File: src/verilog/spi_apb_defines.svh
`ifndef SPI_APB_DEFINES_SVH
`define SPI_APB_DEFINES_SVH

////////////////////
// Bus widths

`define SPI_APB_ADDR_W		9
`define SPI_APB_DATA_W		32

////////////////////
// Sizing and reset values

// SCK half-period in apb cycles after reset
`define SPI_CLKDIV_RESET	50
`define SPI_BURST_MAX		256
`define SPI_BUF_WORDS		64

////////////////////
// Register offsets, writable ones on 0x20 boundaries

`define SPI_REG_CLK_DIV		9'h000
`define SPI_REG_DATA		9'h020
`define SPI_REG_CS_N		9'h040
`define SPI_REG_STATUS		9'h060
`define SPI_REG_STATUS_2	9'h080
`define SPI_REG_BURST_RDLEN	9'h0a0
`define SPI_REG_QUAD_CAP	9'h0c0
// Receive buffer occupies everything from here up
`define SPI_REG_RXBUF		9'h100

`endif

File: src/verilog/spi_apb_pkg.sv
`include "spi_apb_defines.svh"

package spi_apb_pkg;

	////////////////////
	// APB bus

	// Requester side, driven by the bus master
	typedef struct packed {
		logic [`SPI_APB_ADDR_W-1:0]	paddr;
		logic						psel;
		logic						penable;
		logic						pwrite;
		logic [`SPI_APB_DATA_W-1:0]	pwdata;
	} apb_req_t;

	// Completer side
	typedef struct packed {
		logic [`SPI_APB_DATA_W-1:0]	prdata;
		logic						pready;
		logic						pslverr;
	} apb_rsp_t;

	////////////////////
	// Internal transfers

	// Register block to sequencer
	typedef struct packed {
		// Set for a burst read, clear for one byte
		logic						burst;
		// Byte to send in single mode
		logic [7:0]					tx_byte;
		// Burst length in bytes, ignored in single mode
		logic [8:0]					len;
	} spi_cmd_t;

	// Sequencer to receive buffer
	typedef struct packed {
		logic [7:0]					data;
		// Position of the byte within its burst
		logic [7:0]					index;
	} spi_byte_t;

endpackage

File: src/verilog/spi_sck_timer.sv
`timescale 1ns/1ps

module spi_sck_timer (
	input  logic		apb,
	input  logic		reset,
	input  logic [15:0]	clk_div,
	input  logic		run,
	output logic		half_tick
);

	////////////////////
	// Half-period counter

	// Divider captured between bytes
	logic [15:0]	period;
	// Cycles left in the current half-period
	logic [15:0]	count;

	always_ff @(posedge apb) begin
		if (reset) begin
			period		<= 16'd1;
			count		<= '0;
			half_tick	<= 1'b0;
		end else if (!run) begin
			// Idle so reload from the live divider
			period		<= clk_div;
			count		<= clk_div - 16'd1;
			half_tick	<= 1'b0;
		end else if (count == 16'd0) begin
			// Strobe on expiry and start the next half-period
			count		<= period - 16'd1;
			half_tick	<= 1'b1;
		end else begin
			count		<= count - 16'd1;
			half_tick	<= 1'b0;
		end
	end

	////////////////////
	// Checks

	// Run drops only on the final strobe and never cuts a half-period short
	assert property (@(posedge apb) disable iff (reset)
		$fell(run) |-> half_tick);

endmodule

File: src/verilog/spi_shifter.sv
`timescale 1ns/1ps

module spi_shifter (
	input  logic		apb,
	input  logic		reset,
	input  logic		byte_valid,
	output logic		byte_ready,
	input  logic [7:0]	tx_byte,
	input  logic		half_tick,
	output logic		run,
	output logic		rx_valid,
	output logic [7:0]	rx_data,
	output logic		spi_sck,
	output logic		spi_mosi,
	input  logic		spi_miso
);

	logic		busy;
	logic		sck;
	logic [3:0]	edge_cnt;
	logic [7:0]	tx_sr;
	logic [7:0]	rx_sr;
	logic		accept;
	logic		fall;
	logic		last_edge;

	assign byte_ready	= !busy;
	assign accept		= byte_valid && byte_ready;
	// A strobe while SCK is high is a falling edge
	assign fall			= busy && half_tick && sck;
	// Sixteenth strobe ends the byte
	assign last_edge	= busy && half_tick && (edge_cnt == 4'd15);
	// Stop the timer on the final strobe itself
	assign run			= busy && !last_edge;

	assign spi_sck		= sck;
	// MSB first
	assign spi_mosi		= tx_sr[7];

	////////////////////
	// Control

	always_ff @(posedge apb) begin
		if (reset) begin
			busy		<= 1'b0;
			sck			<= 1'b0;
			edge_cnt	<= '0;
			rx_valid	<= 1'b0;
			tx_sr		<= '0;
		end else begin
			rx_valid	<= 1'b0;
			if (accept) begin
				busy		<= 1'b1;
				sck			<= 1'b0;
				edge_cnt	<= '0;
				tx_sr		<= tx_byte;
			end else if (busy && half_tick) begin
				sck			<= !sck;
				edge_cnt	<= edge_cnt + 4'd1;
				// Next MOSI bit goes out after the device sampled on the rising edge
				if (fall)
					tx_sr	<= {tx_sr[6:0], 1'b0};
				if (last_edge) begin
					busy		<= 1'b0;
					rx_valid	<= 1'b1;
				end
			end
		end
	end

	////////////////////
	// Receive path

	// Inverted local sampling captures MISO on our falling edge
	always_ff @(posedge apb) begin
		if (fall)
			rx_sr	<= {rx_sr[6:0], spi_miso};
		if (last_edge)
			rx_data	<= {rx_sr[6:0], spi_miso};
	end

	////////////////////
	// Checks

	// A new byte starts with SCK low and the strobe count wrapped to zero
	assert property (@(posedge apb) disable iff (reset)
		accept |-> !sck && (edge_cnt == 4'd0));

endmodule

File: src/verilog/spi_burst_sequencer.sv
`timescale 1ns/1ps
`include "spi_apb_defines.svh"

module spi_burst_sequencer (
	input  logic					apb,
	input  logic					reset,
	input  spi_apb_pkg::spi_cmd_t	cmd,
	input  logic					cmd_valid,
	output logic					cmd_ready,
	output logic					byte_valid,
	input  logic					byte_ready,
	output logic [7:0]				tx_byte,
	input  logic					rx_valid,
	input  logic [7:0]				rx_data,
	output spi_apb_pkg::spi_byte_t	wr_byte,
	output logic					wr_valid,
	output logic					wr_last,
	output logic					busy,
	output logic [7:0]				last_rx
);

	typedef enum logic [1:0] {
		S_IDLE,
		S_ISSUE,
		S_WAIT,
		S_FLUSH
	} state_t;

	state_t		state;
	// Bytes still to shift in the current command
	logic [8:0]	remaining;
	logic [7:0]	idx;
	logic		is_burst;
	logic [7:0]	tx_hold;
	logic		final_byte;

	assign cmd_ready	= (state == S_IDLE);
	assign busy			= (state != S_IDLE);
	assign byte_valid	= (state == S_ISSUE);
	assign tx_byte		= tx_hold;
	assign final_byte	= (remaining == 9'd1);

	////////////////////
	// FSM

	always_ff @(posedge apb) begin
		if (reset) begin
			state		<= S_IDLE;
			remaining	<= '0;
			idx			<= '0;
			is_burst	<= 1'b0;
			tx_hold		<= '0;
			wr_valid	<= 1'b0;
			wr_last		<= 1'b0;
		end else begin
			wr_valid	<= 1'b0;
			wr_last		<= 1'b0;
			case (state)
				S_IDLE: begin
					if (cmd_valid) begin
						is_burst	<= cmd.burst;
						idx			<= '0;
						if (cmd.burst) begin
							// Burst clocks out zeros
							tx_hold		<= 8'h00;
							remaining	<= (cmd.len > 9'(`SPI_BURST_MAX)) ?
								9'(`SPI_BURST_MAX) : cmd.len;
							// Zero length issues nothing
							if (cmd.len != 9'd0)
								state	<= S_ISSUE;
						end else begin
							tx_hold		<= cmd.tx_byte;
							remaining	<= 9'd1;
							state		<= S_ISSUE;
						end
					end
				end
				S_ISSUE: begin
					if (byte_ready)
						state	<= S_WAIT;
				end
				S_WAIT: begin
					if (rx_valid) begin
						remaining	<= remaining - 9'd1;
						if (is_burst) begin
							wr_valid	<= 1'b1;
							wr_last		<= final_byte;
							idx			<= idx + 8'd1;
							state		<= final_byte ? S_FLUSH : S_ISSUE;
						end else begin
							state	<= S_IDLE;
						end
					end
				end
				// Buffer commits the last word here
				S_FLUSH: state	<= S_IDLE;
				default: state	<= S_IDLE;
			endcase
		end
	end

	////////////////////
	// Received data

	always_ff @(posedge apb) begin
		if (rx_valid) begin
			last_rx			<= rx_data;
			wr_byte.data	<= rx_data;
			wr_byte.index	<= idx;
		end
	end

	// Bytes done and bytes left never exceed the clamped burst
	assert property (@(posedge apb) disable iff (reset)
		(state == S_ISSUE || state == S_WAIT) |->
			(remaining != 9'd0) &&
			(({1'b0, idx} + remaining) <= 9'(`SPI_BURST_MAX)));

endmodule

File: src/verilog/spi_burst_buffer.sv
`timescale 1ns/1ps
`include "spi_apb_defines.svh"

module spi_burst_buffer (
	input  logic					apb,
	input  logic					reset,
	input  spi_apb_pkg::spi_byte_t	wr_byte,
	input  logic					wr_valid,
	input  logic					wr_last,
	input  logic [5:0]				rd_addr,
	output logic [31:0]				rd_data
);

	logic [31:0]	ram [`SPI_BUF_WORDS];
	// Lanes 0 to 2 of the word being built
	logic [23:0]	partial;
	logic [31:0]	wr_word;
	logic [1:0]		lane;
	// Bytes seen so far in this burst
	logic [8:0]		burst_bytes;

	assign lane	= wr_byte.index[1:0];

	// Merge new byte, lanes above it stay zero
	always_comb begin
		case (lane)
			2'd0:		wr_word	= {24'h0, wr_byte.data};
			2'd1:		wr_word	= {16'h0, wr_byte.data, partial[7:0]};
			2'd2:		wr_word	= {8'h0, wr_byte.data, partial[15:0]};
			default:	wr_word	= {wr_byte.data, partial};
		endcase
	end

	////////////////////
	// Write side

	always_ff @(posedge apb) begin
		if (wr_valid) begin
			partial	<= wr_word[23:0];
			// Full word, or a short tail at the end of the burst
			if (lane == 2'd3 || wr_last)
				ram[wr_byte.index[7:2]]	<= wr_word;
		end
	end

	// Position tracking, restarts after each burst
	always_ff @(posedge apb) begin
		if (reset)
			burst_bytes	<= '0;
		else if (wr_valid)
			burst_bytes	<= wr_last ? 9'd0 : burst_bytes + 9'd1;
	end

	// Little-endian word per address, no read latency
	assign rd_data	= ram[rd_addr];

	// Bytes arrive in order and a burst never runs past the buffer
	assert property (@(posedge apb) disable iff (reset)
		wr_valid |-> (burst_bytes < 9'(`SPI_BURST_MAX)) &&
			(wr_byte.index == burst_bytes[7:0]));

endmodule

File: src/verilog/spi_apb_regs.sv
`timescale 1ns/1ps
`include "spi_apb_defines.svh"

module spi_apb_regs (
	input  logic					apb,
	input  logic					reset,
	input  spi_apb_pkg::apb_req_t	apb_req,
	output spi_apb_pkg::apb_rsp_t	apb_rsp,
	output spi_apb_pkg::spi_cmd_t	cmd,
	output logic					cmd_valid,
	input  logic					cmd_ready,
	input  logic					busy,
	input  logic [7:0]				last_rx,
	output logic [5:0]				rd_addr,
	input  logic [31:0]				rd_data,
	output logic [15:0]				clk_div,
	output logic					spi_cs_n
);

	logic [8:0]		addr;
	logic			access;
	logic			is_cmd_wr;
	logic			rd_err;
	logic			wr_err;
	logic [31:0]	rdata;
	logic [8:0]		burst_len;

	assign addr		= apb_req.paddr;
	// Access phase
	assign access	= apb_req.psel && apb_req.penable;

	////////////////////
	// Command issue

	assign is_cmd_wr	= access && apb_req.pwrite &&
		(addr == `SPI_REG_DATA || addr == `SPI_REG_BURST_RDLEN);
	// Anything past 9 bits saturates, the sequencer clamps further
	assign burst_len	= (|apb_req.pwdata[31:9]) ? 9'h1ff : apb_req.pwdata[8:0];

	assign cmd_valid	= is_cmd_wr;
	assign cmd.burst	= (addr == `SPI_REG_BURST_RDLEN);
	assign cmd.tx_byte	= apb_req.pwdata[7:0];
	assign cmd.len		= burst_len;

	////////////////////
	// Read mux and decode

	// Word index within the receive buffer window
	assign rd_addr	= addr[7:2];

	always_comb begin
		rdata	= '0;
		rd_err	= 1'b0;
		if (addr >= `SPI_REG_RXBUF) begin
			rdata	= rd_data;
		end else begin
			case (addr)
				`SPI_REG_CLK_DIV:	rdata	= {16'h0, clk_div};
				`SPI_REG_DATA:		rdata	= {24'h0, last_rx};
				`SPI_REG_CS_N:		rdata	= {31'h0, spi_cs_n};
				`SPI_REG_STATUS,
				`SPI_REG_STATUS_2:	rdata	= {31'h0, busy};
				// Plain SPI only
				`SPI_REG_QUAD_CAP:	rdata	= '0;
				default:			rd_err	= 1'b1;
			endcase
		end
	end

	// Writable registers only
	always_comb begin
		case (addr)
			`SPI_REG_CLK_DIV,
			`SPI_REG_DATA,
			`SPI_REG_CS_N,
			`SPI_REG_BURST_RDLEN:	wr_err	= 1'b0;
			default:				wr_err	= 1'b1;
		endcase
	end

	// Command writes wait for the sequencer, everything else is zero-wait
	assign apb_rsp.pready	= access && (!is_cmd_wr || cmd_ready);
	assign apb_rsp.pslverr	= access && (apb_req.pwrite ? wr_err : rd_err);
	assign apb_rsp.prdata	= rdata;

	////////////////////
	// Configuration registers

	always_ff @(posedge apb) begin
		if (reset) begin
			clk_div		<= 16'(`SPI_CLKDIV_RESET);
			spi_cs_n	<= 1'b1;
		end else if (access && apb_req.pwrite) begin
			case (addr)
				// Zero would stop SCK, store 1 instead
				`SPI_REG_CLK_DIV:
					clk_div	<= (apb_req.pwdata[15:0] == 16'h0) ?
						16'd1 : apb_req.pwdata[15:0];
				`SPI_REG_CS_N:		spi_cs_n	<= apb_req.pwdata[0];
				default: begin
				end
			endcase
		end
	end

	// A stalled command write must be held by the master until accepted
	assert property (@(posedge apb) disable iff (reset)
		cmd_valid && !cmd_ready |=> cmd_valid && $stable(cmd));

endmodule

File: src/verilog/spi_apb_host.sv
`timescale 1ns/1ps

module spi_apb_host (
	input  logic					apb,
	input  logic					reset,
	input  spi_apb_pkg::apb_req_t	apb_req,
	output spi_apb_pkg::apb_rsp_t	apb_rsp,
	output logic					spi_sck,
	output logic					spi_mosi,
	output logic					spi_cs_n,
	input  logic					spi_miso
);

	////////////////////
	// Interconnect

	// Register block to sequencer
	spi_apb_pkg::spi_cmd_t	cmd;
	logic					cmd_valid;
	logic					cmd_ready;
	logic					busy;
	logic [7:0]				last_rx;
	logic [15:0]			clk_div;

	// Sequencer to shifter
	logic					byte_valid;
	logic					byte_ready;
	logic [7:0]				tx_byte;
	logic					rx_valid;
	logic [7:0]				rx_data;

	// Shifter to timer
	logic					run;
	logic					half_tick;

	// Burst path
	spi_apb_pkg::spi_byte_t	wr_byte;
	logic					wr_valid;
	logic					wr_last;
	logic [5:0]				rd_addr;
	logic [31:0]			rd_data;

	spi_apb_regs spi_apb_regs_inst (
		.apb		(apb),
		.reset		(reset),
		.apb_req	(apb_req),
		.apb_rsp	(apb_rsp),
		.cmd		(cmd),
		.cmd_valid	(cmd_valid),
		.cmd_ready	(cmd_ready),
		.busy		(busy),
		.last_rx	(last_rx),
		.rd_addr	(rd_addr),
		.rd_data	(rd_data),
		.clk_div	(clk_div),
		.spi_cs_n	(spi_cs_n)
	);

	spi_burst_sequencer spi_burst_sequencer_inst (
		.apb		(apb),
		.reset		(reset),
		.cmd		(cmd),
		.cmd_valid	(cmd_valid),
		.cmd_ready	(cmd_ready),
		.byte_valid	(byte_valid),
		.byte_ready	(byte_ready),
		.tx_byte	(tx_byte),
		.rx_valid	(rx_valid),
		.rx_data	(rx_data),
		.wr_byte	(wr_byte),
		.wr_valid	(wr_valid),
		.wr_last	(wr_last),
		.busy		(busy),
		.last_rx	(last_rx)
	);

	spi_shifter spi_shifter_inst (
		.apb		(apb),
		.reset		(reset),
		.byte_valid	(byte_valid),
		.byte_ready	(byte_ready),
		.tx_byte	(tx_byte),
		.half_tick	(half_tick),
		.run		(run),
		.rx_valid	(rx_valid),
		.rx_data	(rx_data),
		.spi_sck	(spi_sck),
		.spi_mosi	(spi_mosi),
		.spi_miso	(spi_miso)
	);

	spi_sck_timer spi_sck_timer_inst (
		.apb		(apb),
		.reset		(reset),
		.clk_div	(clk_div),
		.run		(run),
		.half_tick	(half_tick)
	);

	spi_burst_buffer spi_burst_buffer_inst (
		.apb		(apb),
		.reset		(reset),
		.wr_byte	(wr_byte),
		.wr_valid	(wr_valid),
		.wr_last	(wr_last),
		.rd_addr	(rd_addr),
		.rd_data	(rd_data)
	);

endmodule

File: config.mk
export PLATFORM = sky130hd
export DESIGN_NAME = spi_apb_host
export DESIGN_NICKNAME = d
export VERILOG_FILES = /design/src/verilog/spi_apb_pkg.sv /design/src/verilog/spi_sck_timer.sv /design/src/verilog/spi_shifter.sv /design/src/verilog/spi_burst_sequencer.sv /design/src/verilog/spi_burst_buffer.sv /design/src/verilog/spi_apb_regs.sv /design/src/verilog/spi_apb_host.sv
export VERILOG_INCLUDE_DIRS = /design/src /design/src/verilog
export SDC_FILE = /design/constraint.sdc
export NUM_CORES = 2
export LEC_CHECK = 0
export BUFFER_PORTS_ARGS = -buffer_cell sky130_fd_sc_hd__buf_2
export CAP_MARGIN = 25
export CELL_PAD_IN_SITES_DETAIL_PLACEMENT = 1
export CELL_PAD_IN_SITES_GLOBAL_PLACEMENT = 1
export CORE_MARGIN = 4
export CORE_UTILIZATION = 43
export CTS_BUF_LIST = sky130_fd_sc_hd__clkbuf_4 sky130_fd_sc_hd__clkbuf_8
export CTS_CLUSTER_DIAMETER = 60
export CTS_CLUSTER_SIZE = 16
export DETAILED_ROUTE_END_ITERATION = 10
export PLACE_DENSITY = 0.68
export SLEW_MARGIN = 20
export SYNTH_ARGS = -nofsm -noshare
export SYNTH_HDL_FRONTEND = slang
export SYNTH_SLANG_ARGS = --single-unit
export TNS_END_PERCENT = 30
File: constraint.sdc
create_clock -name apb -period 4.2 [get_ports apb]
set_input_delay 0.84 -clock apb [delete_from_list [all_inputs] [get_ports apb]]
set_output_delay 0.84 -clock apb [all_outputs]
set_load 0.05 [all_outputs]
; ---- After elaboration in Yosys (flattened, before gate mapping)
; Memories as Yosys holds them, arrays and structs flattened.
; Cells that the tools add are included.
[totals]
regBits = 150
ram_bits = 2048
out_inout_bits = 37
word_cells = 141
n_memories = 1
[classes]
n_addsub = 6
magnitude_cmp = 2
eq_ne = 19
mux = 41
bitwise = 5
n_reduce_logical = 45
[mem_list]
columns = memory, words, width, read_ports, rd_clocked_by_memory_dff, wr, line_no
row1 = spi_burst_buffer_inst.ram, 64, 32, 1, 0, 1, spi_burst_buffer.sv:14  ; logic [31:0] ram [`SPI_BUF_WORDS];
[op_table]
columns = operator, n
row1 = $pmux W32 S3, 1
row2 = $pmux W16 S4, 1
row3 = $mux W8, 7
row4 = $mux W16, 3
row5 = $sub A16 B1 Y16 const B, 3
row6 = $mux W9, 5
row7 = $logic_not A16 Y1, 2
row8 = $mux W32, 1
row9 = $eq A9 B8 Y1 const B, 3
row10 = $reduce_or A23 Y1, 1
row11 = $eq A9 B7 Y1 const B, 2
row12 = $pmux W9 S2, 1
row13 = $pmux W8 S2, 1
row14 = $mux W2, 7
row15 = $mux W1, 13
row16 = $logic_and A1 B1 Y1, 10
row17 = $reduce_and A2 Y1, 5
row18 = $reduce_bool A2 Y1, 5
row19 = $eq A9 B1 Y1 const B, 1
row20 = $eq A9 B6 Y1 const B, 1
row21 = $ge A9 B9 Y1 const B, 1
row22 = $gt A9 B9 Y1 const B, 1
row23 = $logic_not A9 Y1, 1
row24 = $reduce_bool A9 Y1, 1
row25 = 20 further kinds, 41

; ---- Logic depth before layout (Yosys ltp)
[depth]
word_depth = 7
depth_mapped = 12
ltp_nobuf = 11

; ---- By module
; Synthesis repeated with hierarchy kept, for this count alone.
[hier_totals]
cells_unflattened = 4155
hier_area_um2 = 85135.4
[by_module_without_submodules]
columns = module, instances, cells_each, area_per_inst_um2, seq_area_each_um2
row1 = spi_burst_buffer, 1, 3471, 78823.1, 62219.7
row2 = spi_burst_sequencer, 1, 201, 2057.0, 1081.0
row3 = spi_sck_timer, 1, 211, 1735.4, 660.6
row4 = spi_apb_regs, 1, 180, 1395.1, 340.3
row5 = spi_shifter, 1, 92, 1124.8, 750.7

; ---- Least setup slack after synthesis
; OpenSTA, ideal clock, no wires.
[synth_timing]
kind = input to output
from = in apb_req[38] in the netlist's numbering
to = out apb_rsp[19] in the netlist's numbering
t_arrival_ns = 3.456
slack_ns = -0.096
path_stages = 9
n_path_buf = 4
cell_sequence = buf_4 buf_4 clkbuf_1 clkbuf_1 mux4_2 mux2i_1 o22ai_1 a21oi_1 a21boi_0
[synth_rtl]
columns = element, line_no
row1 = from (decl), spi_apb_host.sv:6  ; input spi_apb_pkg::apb_req_t apb_req,
row2 = to (decl), spi_apb_host.sv:7  ; output spi_apb_pkg::apb_rsp_t apb_rsp,

==> impl_metrics.py <==
metrics = {
    "grt": {
        "grt.met2_usage_pct": 35.6,
        "grt_pass1_vias": 42900,
        "antenna_found_initial": 4,
        "grt_pass1_wl_mm": 323,
        "grt.total_usage_pct": 22.2,
        "use_met3_pct": 4.20,
        "grt_max_degree": 74,
        "gr-max-usage-layer": "met2",
        "use_met1_pct": 31.8,
        "grt-ovfl-total": 0,
    },
    "logic_synthesis": {
        "synth_top_cell_by_area": "edfxtp_1",
        "synthXorXnorAreaFrac_pct": 0.238,
        "synth_compound_area_share_pct": 1.80,
        "synthCells": 3772,
        "synth-adder-area-share_pct": 0.0738,
        "syn_area_um2": 84700,
        "syn-num-nets": 3824,
        "synth-async-reset-ratio_pct": 0,
        "ys_seq_area_share_pct": 76.8,
        "synth_top_family_by_area": "multiplexers",
        "synth_flop_cell": "edfxtp_1",
        "synthMuxAreaShare_pct": 17.7,
        "synthDistinctLibCells": 73,
        "ys_ff_latch": 2198,
        "avgSynthCellArea_um2": 22.5,
        "synthSimpleGateAreaFrac_pct": 2.24,
        "synth_edf_count": 2103,
        "yosysMostFrequentCell": "edfxtp_1",
        "synth_area_leaders": "edfxtp_1 75%, mux4_2 16%, dfxtp_1 2.2%, mux2i_1 1.0%, nor2_1 0.66%",
        "synth_common_cells": "2103 x edfxtp_1, 619 x mux4_2, 149 x nor2_1",
        "yosysTopAreaCellShare_pct": 74.5,
        "ys.warnings.count": 0,
    },
    "cts": {
        "cts_max_level": 4,
        "cts_buffers": 167,
        "cts_buffer_depth": 3,
        "root_buffer": "clkbuf_8",
        "cts_tree": "yes",
        "clk_latency_ps": 960,
        "clkSinkCount": 2198,
        "clk_pin_slew_worst_paths_ps": 110,
        "hold_buffers": 0,
    },
    "place": {
        "place_congestion": 0.786,
        "dp.cells": 6596,
        "portBuffers": 83,
        "place_hpwl_mm": 128,
        "pre_cts_slack_ps": -800,
    },
    "routing": {
        "postRouteAntennaNets": 0,
        "drt-total-wl_mm": 228,
        "route.detailed.drc": 0,
        "viasPerCell": 6.04,
        "vias": 41500,
        "dr.pass1.iters": 7,
        "drtIter0Drc": 5177,
        "wl_per_cell_um": 33.2,
    },
    "min_path": {
        "hold_class": "in -> reg",
        "hold_depth": 3,
    },
    "status": {
        "status": "finished, violations left",
        "violations": "negative setup slack",
    },
    "power_and_ir_drop": {
        "p_seq_share_pct": 64.6,
        "ir_drop_mv": 0.324,
        "power.density_nw_per_um2": 381,
        "clockPowerShare_pct": 30.0,
        "p_switching_w": 0.00794,
        "p_leak_nw": 28.4,
        "netSwitchingFraction_pct": 21.7,
        "p_int_w": 0.0286,
        "combPwrFrac_pct": 5.4,
    },
    "timing": {
        "period_minus_slack_ps": 4260,
        "fin_skew_ps": 74.7,
        "max_freq_ghz": 0.235,
        "fin_ws_ps": -55.1,
        "slew_violations": 0,
        "fin_crit_sh_pct": 101,
        "setup_viol_count_final": 2,
        "tightest_slew_ps": 977,
        "rsz0062_at_grt": "true",
        "finalHoldViolCount": 0,
        "max-slew-margin-rel_pct": 34.6,
    },
    "worst_setup_path": {
        "slowest_delay_ps": 480,
        "path_max_fanout": 1,
        "startpoint": "spi_burst_buffer_inst.ram[26][1]",
        "crit_chain": "mux4_2, mux4_2, mux2i_2, buf_4, nor2_2, a221oi_2, buf_4, o21ai_4, buf_8",
        "crit_type": "reg -> out",
        "cp-end-kind": "output port",
        "crit_arrival_ps": 3420,
        "setup.worst_path.end": "apb_rsp[3]",
        "worstRegToRegCells": 6,
        "cp_data_required_time_ps": 3360,
        "slowest_stage": "mux4_2",
        "r2r-start": "spi_burst_sequencer_inst.wr_byte[1]",
        "r2r_end": "spi_burst_buffer_inst.ram[10][10]",
        "cp-start-kind": "flip-flop",
        "regToRegSetupSlack_ps": 970,
    },
    "finish": {
        "area_growth_pct": 13.2,
        "fin_nets": 4237,
        "drive_gt1_share_pct": 34.8,
        "multiInputGateArea_um2": 19700,
        "final.fill_count": 17400,
        "seq_area_um2": 65100,
        "final_cells": 6874,
    },
    "floorplanning": {
        "io_pins": 84,
        "core_um2": 195000,
        "die_area_um2": 204000,
        "initial_utilization_pct": 43.4,
        "chipHeight_um": 452,
        "row_count": 162,
        "die_x_um": 452,
    },
    "job": {
        "max-cap-violations": 0,
    },
}
[worst min path at each step]
stage | startpoint | to
after floorplan | spi_shifter_inst.rx_data[2] | spi_burst_sequencer_inst.wr_byte[10]
after global placement | spi_shifter_inst.rx_data[1] | spi_burst_sequencer_inst.wr_byte[9]
after detailed placement | spi_shifter_inst.rx_data[7] | spi_burst_sequencer_inst.wr_byte[15]
after CTS | apb_req[15] | spi_apb_regs_inst.clk_div[15]
after global routing | apb_req[15] | spi_apb_regs_inst.clk_div[15]
final | apb_req[15] | spi_apb_regs_inst.clk_div[15]
[flip-flops by register name, summed over array words and instances (netlist names), 2 cells and up]
register and flops:
spi_burst_buffer_inst.ram 2048, spi_burst_buffer_inst.partial 24, spi_apb_regs_inst.clk_div 16, spi_burst_sequencer_inst.wr_byte 16, spi_sck_timer_inst.count 16, spi_sck_timer_inst.period 16
spi_burst_sequencer_inst.remaining 9, spi_burst_sequencer_inst.idx 8, spi_burst_sequencer_inst.tx_byte 8, spi_shifter_inst.rx_data 8, spi_shifter_inst.tx_sr 8, spi_shifter_inst.rx_sr 7
spi_shifter_inst.edge_cnt 4, spi_burst_sequencer_inst.state 2
[worst max-delay path, delay by kind of cell, from the launching register on]
| family | cells | cell delay, ps |
|---|---|---|
| mux | 3 | 1180 |
| buf+inv | 3 | 540 |
| flops | 1 | 400 |
| compound gates | 2 | 290 |
| simple gates | 1 | 40 |
[per-stage QoR]
step / cell area (um^2) / power, W / utilization (%) / TNS, ps / hold WS (ps)
5_1_grt: 95900 / 0.0378 / 49.1 / -934 / 65.1
6_report: 95900 / 0.0366 / 49.1 / -66.1 / 133
3_3_place_gp: 91500 / 0.0259 / 46.9 / -8930 / 401
3_5_place_dp: 91600 / 0.0259 / 46.9 / -9450 / 406
4_1_cts: 95300 / 0.0368 / 48.8 / -742 / 30.0
2_1_floorplan: 84700 / 0.0252 / - / -439 / 400
[layout make-up]
| class | count | share of cell area, % |
|---|---|---|
| clock inverter | 48 | 0.453 |
| antenna | 6 | 0.0157 |
| timing repair buffer | 448 | 5.14 |
| inverter | 6 | 0.0235 |
| clock buffer | 180 | 2.54 |
| sequential | 2198 | 67.8 |
| multi-input combinational | 1364 | 20.6 |
| tap | 2624 | 3.42 |
[cell families after synthesis]
family          after synthesis
xor+xnor                     23
compound gates              220
flops                      2198
simple gates                391
buf+inv                     210
mux                         725
fa+ha+maj                     5
[cells in the final DEF, fill, tap and decap left out, types with 17 or more instances in the layout]
cell,n
a21oi_1,48
buf_12,81
buf_16,18
buf_2,49
buf_4,255
buf_6,30
clkbuf_8,173
dfxtp_1,95
edfxtp_1,2103
mux2i_1,77
mux4_2,619
nand2_1,92
nand3_1,22
nor2_1,82
nor2_4,66
nor2b_1,17
o21ai_0,17
[what timing repair did]
action / CTS / global route
cloned: 5 / 7
buffers inserted: 4 / 28
resized for setup: 166 / 23
pin swaps: 1 / 1
setup endpoints to repair: 32 / 30
[routing by layer]
layer  wire length, um  vias up
met5                 0        -
met2            110000     1962
met1             93800    22600
met3             18500      310
li1                  -    16700
met4              5540        0
[power by group through the flow]
stage / Sequential (W) / Clock (W) / Combinational, W
detailed placement: 0.0241 / 0 / 0.00180
floorplan: 0.0241 / 0 / 0.00115
CTS: 0.0236 / 0.0113 / 0.00195
global placement: 0.0241 / 0 / 0.00179
finish: 0.0236 / 0.0110 / 0.00199
global route: 0.0236 / 0.0121 / 0.00209
Power figures use the tool's default switching activity.
